`config.mk`:
```
export PLATFORM = sky130hd
export DESIGN_NAME = sd_controller_top
export DESIGN_NICKNAME = d
export VERILOG_FILES = /design/src/sd_pkg.sv /design/src/spi_byte_if.sv /design/src/sd_spi_shifter.sv /design/src/sd_cmd_sequencer.sv /design/src/sd_controller_top.sv
export VERILOG_INCLUDE_DIRS = /design/src
export SDC_FILE = /design/constraint.sdc
export NUM_CORES = 1
export LEC_CHECK = 0
export BUFFER_PORTS_ARGS = -buffer_cell sky130_fd_sc_hd__buf_2
export CAP_MARGIN = 20
export CELL_PAD_IN_SITES_DETAIL_PLACEMENT = 0
export CELL_PAD_IN_SITES_GLOBAL_PLACEMENT = 1
export CORE_MARGIN = 2
export CORE_UTILIZATION = 40
export CTS_CLUSTER_SIZE = 16
export DETAILED_ROUTE_END_ITERATION = 12
export GPL_ROUTABILITY_DRIVEN = 0
export GPL_TIMING_DRIVEN = 0
export PLACE_DENSITY = 0.78
export SLEW_MARGIN = 20
export SYNTH_ARGS = -nofsm -noshare
export SYNTH_HDL_FRONTEND = slang
export SYNTH_HIERARCHICAL = 1
export SYNTH_SLANG_ARGS = --single-unit
```
`constraint.sdc`:
```
create_clock -name clk -period 12.51 [get_ports clk]
set_input_delay 0.6255 -clock clk [delete_from_list [all_inputs] [get_ports clk]]
set_output_delay 0.6255 -clock clk [all_outputs]
set_load 0.02 [all_outputs]
```
`src/sd_settings.svh`:
```
/* SD controller build constants: sclk dividers, response and busy timeouts, block size */
`ifndef SD_SETTINGS_SVH
`define SD_SETTINGS_SVH

// clk cycles per sclk half-period, both must be 2 or more
// power-up rate must stay under 400 kHz, kept small for simulation
`define SD_INIT_DIV 8
`define SD_FAST_DIV 2

`define SD_BLOCK_BYTES 512

// limits counted in byte exchanges
`define SD_RESP_TIMEOUT 64
`define SD_BUSY_TIMEOUT 256
`define SD_ACMD41_TRIES 16

`endif

```
`src/sd_pkg.sv`:
```
/* SD controller types: command frame, response kinds and sequencer states */
package sd_pkg;

    // one command frame before start bits and end bit are added
    typedef struct packed {
        logic [5:0]  index;
        logic [31:0] arg;
        logic [6:0]  crc;
    } sd_cmd_t;

    // R3 and R7 carry four bytes after the R1 byte
    typedef enum logic [1:0] {RESP_R1, RESP_R3, RESP_R7} sd_resp_kind_t;

    typedef enum logic [3:0] {
        ST_POWER_IDLE, ST_CMD_SEND, ST_RESP_WAIT, ST_RESP_EXTRA, ST_CHECK,
        ST_READY, ST_TOKEN_WAIT, ST_READ_DATA, ST_READ_CRC, ST_WRITE_TOKEN,
        ST_WRITE_DATA, ST_WRITE_CRC, ST_DRESP, ST_BUSY_WAIT, ST_FAIL
    } sd_seq_state_t;

    localparam logic [5:0] CMD0  = 6'd0;
    localparam logic [5:0] CMD8  = 6'd8;
    localparam logic [5:0] CMD16 = 6'd16;
    localparam logic [5:0] CMD17 = 6'd17;
    localparam logic [5:0] CMD24 = 6'd24;
    localparam logic [5:0] CMD41 = 6'd41;
    localparam logic [5:0] CMD55 = 6'd55;
    localparam logic [5:0] CMD58 = 6'd58;

endpackage

```
`src/spi_byte_if.sv`:
```
/* byte request channel between the command sequencer and the SPI shifter */
`timescale 1ns/1ps

interface spi_byte_if;
    logic       start;
    logic [7:0] tx_byte;
    logic       fast;
    logic       busy;
    logic       done;
    logic [7:0] rx_byte;

    modport seq (
        output start, tx_byte, fast,
        input  busy, done, rx_byte
    );

    modport phy (
        input  start, tx_byte, fast,
        output busy, done, rx_byte
    );
endinterface

```
`src/sd_spi_shifter.sv`:
```
/* SPI mode 0 byte engine: one byte out on mosi and one in from miso per request */
`timescale 1ns/1ps
`include "sd_settings.svh"

module sd_spi_shifter (
    input  logic    clk,
    input  logic    reset,
    spi_byte_if.phy bus,
    output logic    mosi,
    input  logic    miso,
    output logic    sclk
);
    logic [7:0] div_cnt;
    logic [7:0] div_reload;
    logic [3:0] half_cnt;
    logic [7:0] tx_sh;
    logic [7:0] rx_sh;
    logic       fast_q;
    logic       edge_now;

    assign div_reload  = fast_q ? 8'(`SD_FAST_DIV - 1) : 8'(`SD_INIT_DIV - 1);
    assign edge_now    = bus.busy && (div_cnt == 8'd0);
    assign mosi        = bus.busy ? tx_sh[7] : 1'b1;
    assign bus.rx_byte = rx_sh;

    always_ff @(posedge clk) begin
        if (reset) begin
            bus.busy <= 1'b0;
            bus.done <= 1'b0;
            sclk     <= 1'b0;
            fast_q   <= 1'b0;
            div_cnt  <= '0;
            half_cnt <= '0;
        end else begin
            bus.done <= 1'b0;
            if (!bus.busy) begin
                if (bus.start) begin
                    bus.busy <= 1'b1;
                    fast_q   <= bus.fast;
                    half_cnt <= '0;
                    // load cycle counts toward the first half-period
                    div_cnt  <= bus.fast ? 8'(`SD_FAST_DIV - 2) : 8'(`SD_INIT_DIV - 2);
                end
            end else if (edge_now) begin
                sclk     <= ~sclk;
                div_cnt  <= div_reload;
                half_cnt <= half_cnt + 4'd1;
                // eighth falling edge ends the byte
                if (half_cnt == 4'd15) begin
                    bus.busy <= 1'b0;
                    bus.done <= 1'b1;
                end
            end else begin
                div_cnt <= div_cnt - 8'd1;
            end
        end
    end

    // sample on rising sclk, shift on falling sclk
    always_ff @(posedge clk) begin
        if (!bus.busy && bus.start) begin
            tx_sh <= bus.tx_byte;
        end else if (edge_now) begin
            if (!sclk) begin
                rx_sh <= {rx_sh[6:0], miso};
            end else begin
                tx_sh <= {tx_sh[6:0], 1'b1};
            end
        end
    end

endmodule

```
`src/sd_cmd_sequencer.sv`:
```
/* SD command sequencer: power-up, CMD17/CMD24 block transfers and response
   checks, one byte exchange at a time through the shifter */
`timescale 1ns/1ps
`include "sd_settings.svh"

module sd_cmd_sequencer import sd_pkg::*; (
    input  logic        clk,
    input  logic        reset,
    spi_byte_if.seq     bus,
    output logic        cs,
    input  logic        rd,
    input  logic        wr,
    input  logic [31:0] address,
    input  logic [7:0]  din,
    output logic [7:0]  dout,
    output logic        byte_available,
    output logic        ready_for_next_byte,
    output logic        ready,
    output logic        error
);
    localparam logic [9:0]  LAST_BYTE = 10'(`SD_BLOCK_BYTES - 1);
    localparam logic [15:0] RESP_LAST = 16'(`SD_RESP_TIMEOUT - 1);
    localparam logic [15:0] BUSY_LAST = 16'(`SD_BUSY_TIMEOUT - 1);
    localparam logic [7:0]  TRY_LAST  = 8'(`SD_ACMD41_TRIES - 1);
    localparam logic [9:0]  IDLE_LAST = 10'd9;  // 80 clocks with cs high

    sd_seq_state_t state;
    sd_cmd_t       cmd;
    sd_resp_kind_t kind;
    logic [5:0]    chk_idx;
    logic          chk_ok;
    logic [9:0]    cnt;
    logic [15:0]   tmo;
    logic [7:0]    tries;
    logic [7:0]    r1;
    logic [7:0]    extra;
    logic [7:0]    tx_next;
    logic          pending;
    logic          init_done;
    logic          want_next;

    function automatic sd_cmd_t make_cmd(input logic [5:0] idx, input logic [31:0] addr);
        sd_cmd_t c;
        c.index = idx;
        c.arg   = 32'd0;
        c.crc   = 7'h7F;
        case (idx)
            CMD0:  c.crc = 7'h4A;
            CMD8: begin
                c.arg = 32'h0000_01AA;
                c.crc = 7'h43;
            end
            CMD41: c.arg = 32'h4000_0000;  // HCS set
            CMD16: c.arg = 32'(`SD_BLOCK_BYTES);
            CMD17, CMD24: c.arg = addr;
            default: c.arg = 32'd0;
        endcase
        return c;
    endfunction

    function automatic sd_resp_kind_t kind_of(input logic [5:0] idx);
        if (idx == CMD8) return RESP_R7;
        if (idx == CMD58) return RESP_R3;
        return RESP_R1;
    endfunction

    assign ready     = (state == ST_READY);
    assign bus.fast  = init_done;
    // one request per data byte, issued with the exchange before it
    assign want_next = (state == ST_WRITE_TOKEN) ||
                       (state == ST_WRITE_DATA && cnt != LAST_BYTE);

    always_comb begin
        case (state)
            ST_CMD_SEND: begin
                case (cnt[2:0])
                    3'd1:    tx_next = {2'b01, cmd.index};
                    3'd2:    tx_next = cmd.arg[31:24];
                    3'd3:    tx_next = cmd.arg[23:16];
                    3'd4:    tx_next = cmd.arg[15:8];
                    3'd5:    tx_next = cmd.arg[7:0];
                    3'd6:    tx_next = {cmd.crc, 1'b1};
                    default: tx_next = 8'hFF;
                endcase
            end
            ST_WRITE_TOKEN: tx_next = 8'hFE;
            ST_WRITE_DATA:  tx_next = din;
            default:        tx_next = 8'hFF;
        endcase
    end

    // response check and next power-up command
    always_comb begin
        case (cmd.index)
            CMD0: begin
                chk_ok  = (r1 == 8'h01);
                chk_idx = CMD8;
            end
            CMD8: begin
                chk_ok  = (r1 == 8'h01) && (extra == 8'hAA);
                chk_idx = CMD55;
            end
            CMD55: begin
                chk_ok  = (r1[6:1] == 6'd0);
                chk_idx = CMD41;
            end
            CMD41: begin
                chk_ok  = (r1 == 8'h00) || (r1 == 8'h01 && tries != TRY_LAST);
                chk_idx = (r1 == 8'h00) ? CMD58 : CMD55;
            end
            default: begin
                chk_ok  = (r1 == 8'h00);
                chk_idx = CMD16;
            end
        endcase
    end

    always_ff @(posedge clk) begin
        if (reset) begin
            state               <= ST_POWER_IDLE;
            cs                  <= 1'b1;
            pending             <= 1'b0;
            bus.start           <= 1'b0;
            byte_available      <= 1'b0;
            ready_for_next_byte <= 1'b0;
            error               <= 1'b0;
            init_done           <= 1'b0;
            cnt                 <= '0;
            tmo                 <= '0;
            tries               <= '0;
        end else begin
            bus.start           <= 1'b0;
            byte_available      <= 1'b0;
            ready_for_next_byte <= 1'b0;
            error               <= 1'b0;
            cs <= (state == ST_POWER_IDLE) || (state == ST_READY) || (state == ST_FAIL);
            case (state)
                ST_READY: begin
                    if (rd || wr) begin
                        cmd   <= make_cmd(rd ? CMD17 : CMD24, address);
                        kind  <= RESP_R1;
                        cnt   <= '0;
                        state <= ST_CMD_SEND;
                    end
                end
                ST_CHECK: begin
                    cnt  <= '0;
                    tmo  <= '0;
                    cmd  <= make_cmd(chk_idx, 32'd0);
                    kind <= kind_of(chk_idx);
                    if (cmd.index == CMD41 && r1 == 8'h01) begin
                        tries <= tries + 8'd1;
                    end
                    if (!chk_ok) begin
                        state <= ST_FAIL;
                    end else if (cmd.index == CMD16) begin
                        init_done <= 1'b1;
                        state     <= ST_READY;
                    end else if (cmd.index == CMD17) begin
                        state <= ST_TOKEN_WAIT;
                    end else if (cmd.index == CMD24) begin
                        state <= ST_WRITE_TOKEN;
                    end else begin
                        state <= ST_CMD_SEND;
                    end
                end
                ST_FAIL: begin
                    // power-up failures start over from the idle clocks
                    error <= 1'b1;
                    cnt   <= '0;
                    state <= init_done ? ST_READY : ST_POWER_IDLE;
                end
                default: begin
                    if (!pending && !bus.busy) begin
                        bus.start           <= 1'b1;
                        bus.tx_byte         <= tx_next;
                        ready_for_next_byte <= want_next;
                        pending             <= 1'b1;
                    end else if (bus.done) begin
                        pending <= 1'b0;
                        case (state)
                            ST_POWER_IDLE: begin
                                if (cnt == IDLE_LAST) begin
                                    cmd   <= make_cmd(CMD0, 32'd0);
                                    kind  <= RESP_R1;
                                    tries <= '0;
                                    cnt   <= '0;
                                    state <= ST_CMD_SEND;
                                end else begin
                                    cnt <= cnt + 10'd1;
                                end
                            end
                            ST_CMD_SEND: begin
                                if (cnt == 10'd6) begin
                                    tmo   <= '0;
                                    state <= ST_RESP_WAIT;
                                end else begin
                                    cnt <= cnt + 10'd1;
                                end
                            end
                            ST_RESP_WAIT: begin
                                if (!bus.rx_byte[7]) begin
                                    r1    <= bus.rx_byte;
                                    cnt   <= '0;
                                    state <= (kind == RESP_R1) ? ST_CHECK : ST_RESP_EXTRA;
                                end else if (tmo == RESP_LAST) begin
                                    state <= ST_FAIL;
                                end else begin
                                    tmo <= tmo + 16'd1;
                                end
                            end
                            ST_RESP_EXTRA: begin
                                // last byte holds the CMD8 check pattern
                                extra <= bus.rx_byte;
                                if (cnt == 10'd3) begin
                                    state <= ST_CHECK;
                                end else begin
                                    cnt <= cnt + 10'd1;
                                end
                            end
                            ST_TOKEN_WAIT: begin
                                if (bus.rx_byte == 8'hFE) begin
                                    cnt   <= '0;
                                    state <= ST_READ_DATA;
                                end else if (bus.rx_byte != 8'hFF || tmo == RESP_LAST) begin
                                    state <= ST_FAIL;  // error token or no token
                                end else begin
                                    tmo <= tmo + 16'd1;
                                end
                            end
                            ST_READ_DATA: begin
                                dout           <= bus.rx_byte;
                                byte_available <= 1'b1;
                                if (cnt == LAST_BYTE) begin
                                    cnt   <= '0;
                                    state <= ST_READ_CRC;
                                end else begin
                                    cnt <= cnt + 10'd1;
                                end
                            end
                            ST_WRITE_TOKEN: begin
                                cnt   <= '0;
                                state <= ST_WRITE_DATA;
                            end
                            ST_WRITE_DATA: begin
                                if (cnt == LAST_BYTE) begin
                                    cnt   <= '0;
                                    state <= ST_WRITE_CRC;
                                end else begin
                                    cnt <= cnt + 10'd1;
                                end
                            end
                            ST_READ_CRC, ST_WRITE_CRC: begin
                                // two crc bytes, ignored on read and dummy on write
                                if (cnt == 10'd1) begin
                                    tmo   <= '0;
                                    state <= (state == ST_READ_CRC) ? ST_READY : ST_DRESP;
                                end else begin
                                    cnt <= cnt + 10'd1;
                                end
                            end
                            ST_DRESP: begin
                                if (bus.rx_byte != 8'hFF) begin
                                    tmo   <= '0;
                                    state <= (bus.rx_byte[4:0] == 5'b00101) ? ST_BUSY_WAIT
                                                                             : ST_FAIL;
                                end else if (tmo == RESP_LAST) begin
                                    state <= ST_FAIL;
                                end else begin
                                    tmo <= tmo + 16'd1;
                                end
                            end
                            ST_BUSY_WAIT: begin
                                // card holds miso low while programming
                                if (bus.rx_byte == 8'hFF) begin
                                    state <= ST_READY;
                                end else if (tmo == BUSY_LAST) begin
                                    state <= ST_FAIL;
                                end else begin
                                    tmo <= tmo + 16'd1;
                                end
                            end
                            default: state <= ST_FAIL;
                        endcase
                    end
                end
            endcase
        end
    end

endmodule

```
`src/sd_controller_top.sv`:
```
/* SPI-mode SD card controller top: command sequencer and SPI byte shifter */
`timescale 1ns/1ps

module sd_controller_top (
    input  logic        clk,
    input  logic        reset,
    output logic        cs,
    output logic        mosi,
    input  logic        miso,
    output logic        sclk,
    input  logic        rd,
    input  logic        wr,
    input  logic [31:0] address,
    input  logic [7:0]  din,
    output logic [7:0]  dout,
    output logic        byte_available,
    output logic        ready_for_next_byte,
    output logic        ready,
    output logic        error
);
    spi_byte_if sbus ();

    sd_cmd_sequencer seq0 (
        .clk                 (clk),
        .reset               (reset),
        .bus                 (sbus.seq),
        .cs                  (cs),
        .rd                  (rd),
        .wr                  (wr),
        .address             (address),
        .din                 (din),
        .dout                (dout),
        .byte_available      (byte_available),
        .ready_for_next_byte (ready_for_next_byte),
        .ready               (ready),
        .error               (error)
    );

    sd_spi_shifter phy0 (
        .clk   (clk),
        .reset (reset),
        .bus   (sbus.phy),
        .mosi  (mosi),
        .miso  (miso),
        .sclk  (sclk)
    );

endmodule

```
Yosys cells after proc, flatten, opt, wreduce, memory -nomap -nowiden
Index checks and enable logic that the tools add are counted.
Storage, ports and cells
  flip-flop bits (word level): 155
  bits in latches: 0
  bits in writable memories: 0
  memory bits (read-only): 0
  word-level logic and storage cells: 296
  memories: 0
Cells by class
  add/subtract/negate cells: 5
  $mul: 0
  divide/modulo/power cells: 0
  order comparisons: 0
  eq/ne operators: 78
  shift-type cells: 0
  mux-type cells: 112
  bitwise gates (word level): 11
  reduce and logical (&&, ||, !) cells: 63
Operators by type and width (count)
  two-way mux 45 bit: 5
  two-way mux 16 bit: 11
  one-hot mux 45 bit (3 select lines): 1
  one-hot mux 32 bit (4 select lines): 1
  two-way mux 4 bit: 26
  two-way mux 10 bit: 10
  one-hot mux 16 bit (6 select lines): 1
  one-hot mux 31 bit (3 select lines): 1
  two-way mux 8 bit: 11
  one-hot mux 10 bit (8 select lines): 1
  one-hot mux 8 bit (6 select lines): 1
  one-hot mux 4 bit (11 select lines): 1
  == test 6 x 5 -> 1 bit, second input constant: 7
  == test 4 bit, second input constant: 8
  one-hot mux 16 bit (2 select lines): 1
  == test 6 bit, second input constant: 5
  == test 8 bit, second input constant: 3
  logical NOT 6 bit: 4
  one-hot mux 6 bit (2 select lines): 2
  one-hot mux 6 bit (4 select lines): 1
  one-hot mux 8 bit (3 select lines): 1
  AND reduction 11 bit: 2
  two-way mux 2 bit: 10
  inequality test 5 x 2 -> 1 bit, second input constant: 4
  63 further kinds: 151

Longest topological paths before layout
Gate-level depths: netlist (run 1).
  depth in word-level cells: 13
  mapped depth: 11

Hierarchy
Netlist (run 1), hierarchy kept.
Modules (own cells, without submodules)
  sd_cmd_sequencer: instances 1, cells each 676, area an instance 6488.7 um^2
  sd_spi_shifter: instances 1, cells each 141, area an instance 1418.9 um^2

Least setup slack after synthesis (run 1)
OpenSTA, ideal clock, no wires.
  path kind: register to register
  start point: register seq0.state[2]
  end point: register seq0/cmd[0] in the netlist's numbering, enable pin
  setup time: 0.675 ns
  arrival: 7.963 ns
  data required time: 11.835 ns
  slack: 3.872 ns
  cell stages (with the launch flop): 7
  path buffers: 4
  period minus slack after synthesis: 8.638 ns
  cell sequence: dfxtp_1 > buf_2 > buf_2 > buf_2 > clkbuf_1 > o21bai_1 > a2111oi_0
On the way
  word-level cells in the longest chain between the ends: 3
  elaborated cells between the ends (all ways): 11
  classes of those cells: 5 x eq/ne; 1 x bitwise; 5 x reduce/logical
Ends and longest elaborated chain
  from (decl): RTL line sd_cmd_sequencer.sv:27  | sd_seq_state_t state;
  from (signal assigned): RTL line sd_cmd_sequencer.sv:171  | state <= init_done ? ST_READY : ST_POWER_IDLE;
  from (signal assigned): RTL line sd_cmd_sequencer.sv:205  | state <= (kind == RESP_R1) ? ST_CHECK : ST_RESP_EXTRA;
  from (signal assigned): RTL line sd_cmd_sequencer.sv:257  | state <= (state == ST_READ_CRC) ? ST_READY : ST_DRESP;
  == test 4 x 3 -> 1 bit, or another cell as far along: RTL line sd_cmd_sequencer.sv:137  | case (state)
  inequality test 3 bit (no line), or another cell as far along
  AND reduction 7 bit (no line) *
  to (signal assigned): RTL line sd_cmd_sequencer.sv:140  | cmd <= make_cmd(rd ? CMD17 : CMD24, address);
  to (signal assigned): RTL line sd_cmd_sequencer.sv:149  | cmd <= make_cmd(chk_idx, 32'd0);
  to (signal assigned): RTL line sd_cmd_sequencer.sv:184  | cmd <= make_cmd(CMD0, 32'd0);
  to (decl): RTL line sd_cmd_sequencer.sv:28  | sd_cmd_t cmd;
Every way passes the cells marked *; elsewhere a longest branch is shown, timed or not.
A chain may end at the register's enable or synchronous reset.

Worst setup path after layout (run 1)
  start point: register seq0.state[2]
  end point: register seq0/cmd[34] in the netlist's numbering, enable pin
The elaborated chain is that of the path after synthesis.

==> qor_table.md, run 1 <==
| Item | Reported | Unit |
|---|---|---|
| Overall die width | 145 | um |
| Sum of met2 wire segment lengths after detailed routing | 10400 | um |
| Critical Path, Cell by Cell | buf_2, buf_2, buf_2, clkbuf_1, o21bai_1, a2111oi_2, buf_2, buf_2, buf_2, buf_4 | - |
| Worst setup slack after layout | 9.23 | ns |
| Min Clock Period, post-route | 3.28 | ns |
| First-pass GRT wire length | 35900 | um |
| Routed vias/inst | 5.94 | - |
| Final period utilization | 26.2 | % |
| Maximum single-stage delay on the critical path | 0.54 | ns |
| Skew-Pair Late Insertion Delay | 0.44 | ns |
| Worst setup path startpoint | seq0/state[2] | - |
| Remaining DRCs | 0 | - |
| Detailed Routing Iterations Pass 1 | 5 | - |
| Number of global-route vias before repair | 6647 | - |
| Worst min-delay path endpoint | phy0/bus.rx_byte[0] | - |
| Seq/Total Area, Yosys | 49.6 | % |
| Worst Max-Slew Pin Slew | 0.939 | ns |
| Setup repair after global routing missed its margin | no | - |
| Distinct cell type count after synthesis | 83 | - |
| R2R Setup Slk | 9.23 | ns |
| Sw frac | 24.9 | % |
| Core Area | 0.0195 | mm2 |
| Maxcap violations | 0 | - |
| Combinational share of power | 5.9 | % |
| Setup-failing EPs final | 0 | - |
| Endpoint class of the critical path | flip-flop | - |
| Most frequent cell after synthesis | sky130_fd_sc_hd__nand2_1 | - |
| Reg-to-Reg End | seq0/cmd[34] | - |
| Launch point of the worst hold path | miso | - |
| Post-Synthesis Cells | 817 | - |
| Worst rel slew slack | 37.0 | % |
| Total design power | 0.00112 | W |
| Arrival @ worst endpoint | 3.44 | ns |
| Worst-case reg-to-reg path depth | 10 | - |
| Outcome | finished, final reports clean | - |
| Cts hold-fix bufs | 0 | - |
| Largest area contributor in the netlist | sky130_fd_sc_hd__edfxtp_1 | - |
| Highest ir drop seen on vdd | 0.0000839 | V |
| Overall routing resource usage | 22.3 | % |
| Clk root buf | sky130_fd_sc_hd__clkbuf_16 | - |
| Complex-gate fraction of the synthesized area | 19.4 | % |
| Internal power | 0.000844 | W |
| Primary flip-flop cell chosen by synthesis mapping | sky130_fd_sc_hd__edfxtp_1 | - |
| Min-delay worst type | input pin to flip-flop | - |
| Critical path peak fanout | 10 | - |
| Power share of the sequential group | 48.6 | % |
| Largest family of logic cells by synthesized area | simple AND/OR/NAND/NOR gates | - |
| Area growth from synthesis to final layout | 16.0 | % |
| Clock tree buffer depth | 2 | - |
| Worst setup slack after placement | 9.32 | ns |
| Number of pins exceeding their max-slew limit in the final report | 0 | - |
| 1st-iter DRT viols | 680 | - |
| Maximum clock rate | 305 | MHz |
| Antenna fix cells | 0 | - |
| Setup TNS | 0 | ns |
| Yosys warnings | 6 | - |
| Global-route congestion overflow total | 0 | - |
| Initial antenna violation count | 0 | - |
| Initial cell density of the core | 40.6 | % |
| Cell depth of the worst hold path | 1 | - |
| Fin Clk Skew | 0.0122 | ns |
| Synth async-reset ratio | 0 | % |
| Number of nets in the layout | 958 | - |
| Via count | 7011 | - |
| Worst Path Class, Setup | flip-flop to flip-flop | - |
| Library cell appearing most often on the critical path | sky130_fd_sc_hd__buf_2 | - |
| Resized cells post-CTS | 0 | - |
| Net switching power | 0.000280 | W |
| Top cells by area, synth | sky130_fd_sc_hd__edfxtp_1 34%, sky130_fd_sc_hd__dfxtp_1 15%, sky130_fd_sc_hd__nand2_1 4.3%, sky130_fd_sc_hd__a21oi_1 2.8%, sky130_fd_sc_hd__o21ai_0 2.7% | - |
| Die extent in y | 145 | um |
| XOR/XNOR share of the synthesized area | 0.332 | % |
| Pin count of the biggest net entering global routing | 17 | - |
| Buffers on Ports | 59 | - |
| CTS tree | built | - |
| Most common library cells after synthesis | 91 x sky130_fd_sc_hd__nand2_1, 90 x sky130_fd_sc_hd__edfxtp_1, 61 x sky130_fd_sc_hd__dfxtp_1 | - |
| Number of buffers created by CTS | 17 | - |
| Pwr/cell area | 123 | mW/mm2 |
| Number of H-tree branching levels | 4 | - |
| Flip-flop and latch count after synthesis | 151 | - |
| Met1 Routed Length | 9940 | um |
| Antenna Violating Nets Remaining | 0 | - |
| Post-synth net total | 872 | - |
| Fraction of final layout cells sized beyond drive strength 1 | 15.1 | % |
| Startpoint type of the worst setup path | flip-flop | - |
| Clock net sink count | 151 | - |
| Post-Synthesis Cell Area | 0.00791 | mm2 |
| Post-synthesis mux area share | 0.823 | % |
| Max stage delay cell, worst path | sky130_fd_sc_hd__a2111oi_2 | - |
| Required time of the worst setup path | 12.66 | ns |
| Clock-pin slew reported for the worst setup and hold paths after clock tree synthesis | 0.07 | ns |
| Adder and majority gate portion of the synthesized area | 1.58 | % |
| Total half-perimeter wirelength after legalization and detailed placement | 16200 | um |
| Mean Syn Cell Area | 9.68 | um2 |
| Final hold violations | 0 | - |
| Average wire per standard cell | 19.0 | um |
| Ports placed on the boundary | 60 | - |
| Uppermost metal layer occupied by signal nets | met4 | - |
| Share of power burned in the clock network | 45.6 | % |
| Detailed-route wire length | 22400 | um |
| Simple logic cell fraction of the synthesized area | 24.3 | % |
| Die outline area | 0.0209 | mm2 |
| Number of cell rows | 51 | - |
| Top-area cell type share of the netlist area | 34.2 | % |
| Number of enable-type register cells in the synthesized netlist | 90 | - |
| Wire length on met3 | 1420 | um |
| Leakage power | 3.12 | nW |
| Number of buffers inserted by post-CTS setup repair | 0 | - |
| Worst r2r src | seq0/state[2] | - |
==> critical path: cells and delay by family, from the launching register on <==
family,cells,cell delay (ns)
AO/OA/AOI/OAI,2,0.71
buffers and inverters,8,1.97
flip-flops,1,0.31
==> final cells by class <==
type	count	area, um2
clock inverters	14	155
fillers	1853	10300
multi-input cells	590	3690
plain buffers	51	215
flip-flops and latches	151	3920
repair buffers	67	338
inverters	25	93.8
well taps	265	332
clock buffers	18	429
==> metrics by stage <==
| step | cells | util (%) | area (um2) | hold WS (ns) |
|---|---|---|---|---|
| 2_1_floorplan | 817 | - | 7910 | 0.440 |
| 3_5_place_dp | 1149 | 44.1 | 8590 | 0.463 |
| 4_1_cts | 1181 | 47.1 | 9170 | 0.366 |
| 6_report | 1181 | 47.1 | 9170 | 0.381 |
| 5_1_grt | 1181 | 47.1 | 9170 | 0.373 |
| 3_3_place_gp | 1141 | 43.9 | 8530 | 0.462 |
==> how the worst max path moves through the flow <==
stage / depth (start not counted) / slack (ns) / endpoint
floorplan: 6 / 3.87 / seq0/cmd[0]
global placement: 6 / 0.68 / seq0/cmd[27]
detailed placement: 10 / 9.32 / seq0/cmd[19]
CTS: 10 / 9.28 / seq0/cmd[3]
global route: 10 / 9.05 / seq0/cmd[3]
finish: 10 / 9.23 / seq0/cmd[34]
==> per-layer routing <==
metal | track usage [%] | up-vias
met4 | 8.64 | 0
met5 | 0 | -
li1 | - | 3316
met3 | 3.91 | 59
met2 | 36.0 | 319
met1 | 29.9 | 3317
==> power by group through the flow <==
stage               sequential [W]  combinational, W  clock, W
global route              0.000547         0.0000744  0.000541
global placement          0.000556         0.0000656         0
finish                    0.000546         0.0000661  0.000512
detailed placement        0.000557         0.0000656         0
CTS                       0.000546         0.0000658  0.000522
floorplan                 0.000553         0.0000435         0
==> state kept, by name, indices dropped and copies added, names as in the netlist, 2 cells and up <==
| signal | flops |
|---|---|
| seq0/tmo | 16 |
| seq0/kind | 2 |
| seq0/r1 | 7 |
| seq0/state | 4 |
| seq0/cmd | 41 |
| phy0/div_cnt | 8 |
| seq0/extra | 8 |
| seq0/cnt | 10 |
| seq0/tries | 8 |
| phy0/bus.rx_byte | 8 |
| seq0/bus.tx_byte | 8 |
| seq0/dout | 8 |
| phy0/half_cnt | 4 |
| phy0/tx_sh | 8 |
==> kinds of logic (layout without fill, tap and decap cells) <==
logic type | Yosys count | in the layout
AND/OR/NAND/NOR | 352 | 352
AO/OA/AOI/OAI | 219 | 219
flip-flops | 151 | 151
buffers and inverters | 76 | 175
adder cells (fa/ha/maj) | 10 | 10
multiplexers | 6 | 6
XOR/XNOR | 3 | 3
==> placed cells by master (no fill, tap or decap), types with 10 or more instances in the layout <==
| cell | Yosys | routed |
|---|---|---|
| sky130_fd_sc_hd__nand2_1 | 91 | 91 |
| sky130_fd_sc_hd__edfxtp_1 | 90 | 90 |
| sky130_fd_sc_hd__buf_2 | 13 | 79 |
| sky130_fd_sc_hd__dfxtp_1 | 61 | 61 |
| sky130_fd_sc_hd__a21oi_1 | 45 | 45 |
| sky130_fd_sc_hd__nor2_1 | 43 | 43 |
| sky130_fd_sc_hd__o21ai_0 | 43 | 43 |
| sky130_fd_sc_hd__nand3_1 | 35 | 35 |
| sky130_fd_sc_hd__clkbuf_1 | 30 | 31 |
| sky130_fd_sc_hd__and2_1 | 28 | 28 |
| sky130_fd_sc_hd__inv_1 | 25 | 25 |
| sky130_fd_sc_hd__nor3_1 | 24 | 24 |
| sky130_fd_sc_hd__clkbuf_16 | 0 | 17 |
| sky130_fd_sc_hd__nor4_1 | 18 | 17 |
| sky130_fd_sc_hd__and3_1 | 15 | 15 |
| sky130_fd_sc_hd__or3_1 | 14 | 14 |
| sky130_fd_sc_hd__nand4_1 | 14 | 14 |
| sky130_fd_sc_hd__nand2b_1 | 13 | 13 |
| sky130_fd_sc_hd__a31oi_1 | 13 | 13 |
| sky130_fd_sc_hd__a311oi_1 | 11 | 11 |
| sky130_fd_sc_hd__ha_1 | 10 | 10 |
| sky130_fd_sc_hd__o211ai_1 | 10 | 10 |
(Power assumes the default switching activity.)
==> run 2, diff against run 1 <==
==> constraint.sdc (replaced) <==
create_clock -name clk -period 3.1 [get_ports clk]
set_input_delay 0.155 -clock clk [delete_from_list [all_inputs] [get_ports clk]]
set_output_delay 0.155 -clock clk [all_outputs]
set_load 0.02 [all_outputs]
==> run 2 against run 1 <==
Design area is 4.1% higher. Wire length is 1.4% higher. Sequential share of layout area is 1.7 points lower. Global-route usage is 0.18 points higher. Clock skew is 0.00084 ns higher.
==> qor_table.md, run 2 (same netlist as run 1, synthesis figures left out) <==
| Item | Reported | Unit |
|---|---|---|
| Cell total after placement | 1146 | - |
| Maxcap violations | 0 | - |
| Leakage power | 3.24 | nW |
| Clock net sink count | 151 | - |
| Hold Slack | 0.0131 | ns |
| Pin count of the biggest net entering global routing | 17 | - |
| Max stage delay cell, worst path | sky130_fd_sc_hd__ha_1 | - |
| Commonest cells after routing, fill and taps aside | 91 x sky130_fd_sc_hd__nand2_1, 90 x sky130_fd_sc_hd__edfxtp_1, 68 x sky130_fd_sc_hd__buf_2 | - |
| Critical path buffers and inverters | 3 | - |
| Library cell appearing most often on the critical path | sky130_fd_sc_hd__buf_2 | - |
| Number of pins exceeding their max-slew limit in the final report | 0 | - |
| Startpoint type of the worst setup path | flip-flop | - |
| Setup-failing EPs final | 0 | - |
| 1st-iter DRT viols | 648 | - |
| Highest ir drop seen on vdd | 0.000335 | V |
| Area growth from synthesis to final layout | 20.8 | % |
| Number of nets in the layout | 981 | - |
| Remaining DRCs | 0 | - |
| Fin Clk Skew | 0.0131 | ns |
| Largest registers | seq0/cmd x41, seq0/tmo x16, seq0/cnt x10 | - |
| Antenna Violating Nets Remaining | 0 | - |
| Arrival @ worst endpoint | 3.17 | ns |
| Detailed Routing Iterations Pass 1 | 5 | - |
| Die outline area | 0.0209 | mm2 |
| Maximum clock rate | 353 | MHz |
| Via count | 7079 | - |
| Number of H-tree branching levels | 4 | - |
| Final hold violations | 0 | - |
| Skew-Pair Late Insertion Delay | 0.43 | ns |
| Family of cells with the greatest summed delay on the critical path | compound AO/OA/AOI/OAI gates | - |
| Min-delay worst type | input pin to flip-flop | - |
| CTS tree | built | - |
| Largest register by flop count | seq0/cmd | - |
| Outcome | finished, final reports clean | - |
| Overall die width | 145 | um |
| Final period utilization | 91.3 | % |
| Maximum single-stage delay on the critical path | 0.44 | ns |
| Critical Path, Cell by Cell | inv_1, ha_1, and2_1, o2111ai_1, o211ai_1, o2111a_1, buf_2, buf_2, a41oi_1, a211oi_1 | - |
| Critical path peak fanout | 10 | - |
| Clock-pin slew reported for the worst setup and hold paths after clock tree synthesis | 0.06 | ns |
| Detailed-route wire length | 22700 | um |
| Global-route congestion overflow total | 0 | - |
| Initial antenna violation count | 0 | - |
| Number of buffers created by CTS | 17 | - |
| Worst Max-Slew Pin Slew | 1.03 | ns |
| Core Area | 0.0195 | mm2 |
| Fraction of final layout cells sized beyond drive strength 1 | 15.3 | % |
| R2R Setup Slk | 0.27 | ns |
| Clock tree buffer depth | 2 | - |
| Pwr/cell area | 484 | mW/mm2 |
| Die extent in y | 145 | um |
| Leading cell type in the layout, fill and taps excluded | sky130_fd_sc_hd__nand2_1 | - |
| Endpoint class of the critical path | flip-flop | - |
| Ports placed on the boundary | 60 | - |
| Antenna fix cells | 0 | - |
| Setup repair after global routing missed its margin | no | - |
| Worst Path Class, Setup | flip-flop to flip-flop | - |
| Number of buffers inserted by post-CTS setup repair | 0 | - |
| Flip-flop count of the largest register after layout | 41 | - |
| Post-layout util | 49.1 | % |
| Initial cell density of the core | 40.6 | % |
| Number of cell rows | 51 | - |
| Number of global-route vias before repair | 6732 | - |
| Overall routing resource usage | 22.5 | % |
| Average wire per standard cell | 18.9 | um |
| First-pass GRT wire length | 36200 | um |
| Buffers on Ports | 59 | - |
| Required time of the worst setup path | 3.44 | ns |
| Min Clock Period, post-route | 2.83 | ns |
| Routed vias/inst | 5.88 | - |
| Non-filler instance count after layout | 1204 | - |
| Total half-perimeter wirelength after legalization and detailed placement | 16100 | um |
| Worst rel slew slack | 30.5 | % |
| Clk root buf | sky130_fd_sc_hd__clkbuf_16 | - |
-- run 2: cell types whose count changed in the layout (fill, tap and decap cells not counted), sizes merged --
cell | before | now
clkinv | 3 | 5
inv | 34 | 33
buf | 88 | 84
clkbuf | 48 | 47
dlygate4sd3 | 0 | 27
clkinvlp | 1 | 0
bufinv | 1 | 2
-- run 2: what timing repair did --
item / CTS / global route
hold endpoints to repair: 27 / 0
hold buffers: 27 / 0
setup endpoints to repair: 0 / 16
resized for setup: 0 / 4
-- run 2: metal layers --
layer | part of all wire (%) | up-vias | track usage [%] | wire [um]
li1 | - | 3372 | - | -
met5 | 0 | - | 0 | 0
met1 | 46 | 3369 | 30.8 | 10500
met3 | 6.6 | 41 | 5.13 | 1500
met2 | 45 | 297 | 35.3 | 10200
met4 | 2.2 | 0 | 7.46 | 505
-- run 2: report_power, final --
group          internal, W  switching (W)
clock network      0.00122       0.000910
registers          0.00216      0.0000430
logic             0.000122       0.000171
-- run 2: metrics by stage --
step	cell area [um2]	total power (W)	setup slack [ns]	TNS (ns)
6_report	9550	0.00463	0.270	0
5_1_grt	9550	0.00480	0.0634	0
4_1_cts	9550	0.00467	0.0775	0
3_5_place_dp	8670	0.00251	0.0704	0
3_3_place_gp	8620	0.00251	-0.884	-37.97
2_1_floorplan	7990	0.00241	-0.0122	-0.527
-- run 2: path summary, 6_finish.rpt --
kind / from / to / depth (start not counted)
max: seq0/cnt[0] / seq0/tmo[5] / 10
min: address[26] / seq0/cmd[33] / 2
max reg2reg: seq0/cnt[0] / seq0/tmo[5] / 10
min reg2reg: seq0/tmo[15] / seq0/tmo[15] / 1
-- run 2: area by class of cell --
class / instances / area (um2)
repair buffers: 91 / 607
clock buffers: 17 / 425
inverters: 25 / 93.8
multi-input cells: 590 / 3740
flip-flops and latches: 151 / 3930
plain buffers: 50 / 243
well taps: 265 / 332
fillers: 1787 / 9910
clock inverters: 15 / 184
==> run 3, diff against run 2 <==
--- a/config.mk
+++ b/config.mk
@@ -12,6 +12,7 @@
 export CELL_PAD_IN_SITES_GLOBAL_PLACEMENT = 1
 export CORE_MARGIN = 2
 export CORE_UTILIZATION = 40
+export CTS_BUF_LIST = sky130_fd_sc_hd__clkbuf_4 sky130_fd_sc_hd__clkbuf_8
 export CTS_CLUSTER_SIZE = 16
 export DETAILED_ROUTE_END_ITERATION = 12
 export GPL_ROUTABILITY_DRIVEN = 0
==> run 3 against run 2 <==
Setup slack lost 0.0035 ns. Final cell count grew 0.58%. Sequential share of layout area grew 0.53 points. Via count grew 0.16%. Critical path type unchanged. Largest cell class unchanged.
==> qor_table.md, run 3 (same netlist as run 1, synthesis figures left out) <==
| Item | Reported | Unit |
|---|---|---|
| Outcome | finished, final reports clean | - |
| Setup-failing EPs final | 0 | - |
| Final period utilization | 91.4 | % |
| Die extent in y | 145 | um |
| Via count | 7090 | - |
| 1st-iter DRT viols | 622 | - |
| Setup repair after global routing missed its margin | no | - |
| Maxcap violations | 0 | - |
| Skew-Pair Late Insertion Delay | 0.46 | ns |
| Fillers | 1804 | - |
| Number of buffers inserted by post-CTS setup repair | 0 | - |
| Critical Path, Cell by Cell | inv_1, ha_1, and2_1, o2111ai_1, o211ai_1, o2111a_1, buf_2, buf_2, a41oi_1, a211oi_1 | - |
| Pin count of the biggest net entering global routing | 17 | - |
| Number of nets in the layout | 988 | - |
| Routed vias/inst | 5.85 | - |
| Clock tree buffer depth | 2 | - |
| Initial cell density of the core | 40.6 | % |
| Maximum single-stage delay on the critical path | 0.44 | ns |
| Average wire per standard cell | 18.9 | um |
| Setup TNS | 0 | ns |
| Global-route congestion overflow total | 0 | - |
| Number of pins exceeding their max-slew limit in the final report | 0 | - |
| Critical path buffers and inverters | 3 | - |
| Antenna Violating Nets Remaining | 0 | - |
| Family of cells with the greatest summed delay on the critical path | compound AO/OA/AOI/OAI gates | - |
| Number of cell rows | 51 | - |
| Overall die width | 145 | um |
| Endpoint class of the critical path | flip-flop | - |
| Clock-pin slew reported for the worst setup and hold paths after clock tree synthesis | 0.09 | ns |
| Arrival @ worst endpoint | 3.19 | ns |
| Core Area | 0.0195 | mm2 |
| Max stage delay cell, worst path | sky130_fd_sc_hd__ha_1 | - |
| Remaining DRCs | 0 | - |
| Antenna fix cells | 0 | - |
| Worst Max-Slew Pin Slew | 0.989 | ns |
| Leading cell type in the layout, fill and taps excluded | sky130_fd_sc_hd__nand2_1 | - |
| Ports placed on the boundary | 60 | - |
| Total design power | 0.00410 | W |
| Worst setup slack after layout | 0.267 | ns |
| Overall routing resource usage | 22.6 | % |
| Die outline area | 0.0209 | mm2 |
| Required time of the worst setup path | 3.46 | ns |
| Maximum clock rate | 353 | MHz |
| Clk root buf | sky130_fd_sc_hd__clkbuf_8 | - |
| Min-delay worst type | input pin to flip-flop | - |
| Detailed-route wire length | 22800 | um |
| Highest ir drop seen on vdd | 0.000422 | V |
| Min Clock Period, post-route | 2.83 | ns |
| Startpoint type of the worst setup path | flip-flop | - |
| Largest registers | seq0/cmd x41, seq0/tmo x16, seq0/cnt x10 | - |
| CTS tree | built | - |
| Area growth from synthesis to final layout | 19.3 | % |
| Initial antenna violation count | 0 | - |
| Worst Path Class, Setup | flip-flop to flip-flop | - |
| Commonest cells after routing, fill and taps aside | 91 x sky130_fd_sc_hd__nand2_1, 90 x sky130_fd_sc_hd__edfxtp_1, 68 x sky130_fd_sc_hd__buf_2 | - |
| Clock net sink count | 151 | - |
| Leakage power | 3.18 | nW |
| Number of buffers created by CTS | 17 | - |
| Library cell appearing most often on the critical path | sky130_fd_sc_hd__buf_2 | - |
| Critical path peak fanout | 10 | - |
| Flip-flop count of the largest register after layout | 41 | - |
| Number of H-tree branching levels | 4 | - |
| Total half-perimeter wirelength after legalization and detailed placement | 16100 | um |
| Pwr/cell area | 434 | mW/mm2 |
| Worst setup slack after placement | 0.0704 | ns |
| First-pass GRT wire length | 36300 | um |
| Detailed Routing Iterations Pass 1 | 5 | - |
| Fin Clk Skew | 0.0199 | ns |
| Largest register by flop count | seq0/cmd | - |
| Fraction of final layout cells sized beyond drive strength 1 | 15.2 | % |
| Worst rel slew slack | 33.4 | % |
| Final hold violations | 0 | - |
| Hold Slack | 0.0496 | ns |
| Number of global-route vias before repair | 6805 | - |
| Buffers on Ports | 59 | - |
run 3: cell types whose count changed in the layout (fill, tap and decap cells not counted):
cell	previous run	this run
sky130_fd_sc_hd__clkbuf_16	17	0
sky130_fd_sc_hd__dlygate4sd3_1	27	34
sky130_fd_sc_hd__clkbuf_8	0	17
run 3: path summary, 6_finish.rpt:
path | from | endpoint | slack (ns) | cells past startpoint
worst min-delay path | din[1] | seq0/bus.tx_byte[1] | 0.05 | 3
worst max-delay path | seq0/cnt[0] | seq0/tmo[5] | 0.27 | 10
worst max register to register | seq0/cnt[0] | seq0/tmo[5] | 0.27 | 10
worst min register to register | seq0/tmo[15] | seq0/tmo[15] | 0.49 | 1
run 3: final cells by class:
class | count | area, um2 | area share, %
Tap cell | 265 | 332 | 3.52
Clock inverter | 15 | 184 | 1.95
Inverter | 25 | 93.8 | 0.995
Multi-Input combinational cell | 590 | 3740 | 39.7
Sequential cell | 151 | 3930 | 41.6
Clock buffer | 17 | 234 | 2.48
Timing Repair Buffer | 98 | 677 | 7.18
Buffer | 50 | 243 | 2.57
run 3: per-stage QoR:
step           area [um2]  instances  util (%)
6_report             9430       1211      48.5
5_1_grt              9430       1211      48.5
4_1_cts              9410       1210      48.3
3_5_place_dp         8670       1146      44.5
3_3_place_gp         8620       1141      44.3
2_1_floorplan        7990        817         -
run 3: report_power, final:
part | internal, W | total [W] | switching [W]
Sequential | 0.00216 | 0.00220 | 0.0000430
Clock | 0.000751 | 0.00160 | 0.000844
Combinational | 0.000128 | 0.000300 | 0.000172
run 3: repair_timing:
| action | CTS | global route |
|---|---|---|
| resized for setup | 0 | 4 |
| hold endpoints to repair | 32 | 2 |
| hold buffers | 32 | 2 |
| endpoints found under the setup margin | 0 | 15 |
run 3: per-layer routing:
| layer | part of all wire [%] | routed length (um) | vias to the layer above | track usage [%] |
|---|---|---|---|---|
| li1 | - | - | 3381 | - |
| met1 | 46 | 10500 | 3356 | 30.9 |
| met2 | 45 | 10300 | 311 | 35.6 |
| met3 | 6.5 | 1490 | 42 | 4.40 |
| met4 | 2.3 | 528 | 0 | 8.69 |
| met5 | 0 | 0 | - | 0 |
run 3: tightest hold or removal path: stages:
cell                      delay (ns)
sky130_fd_sc_hd__buf_2          0.09
sky130_fd_sc_hd__a31oi_1        0.07
sky130_fd_sc_hd__nand2_1        0.07
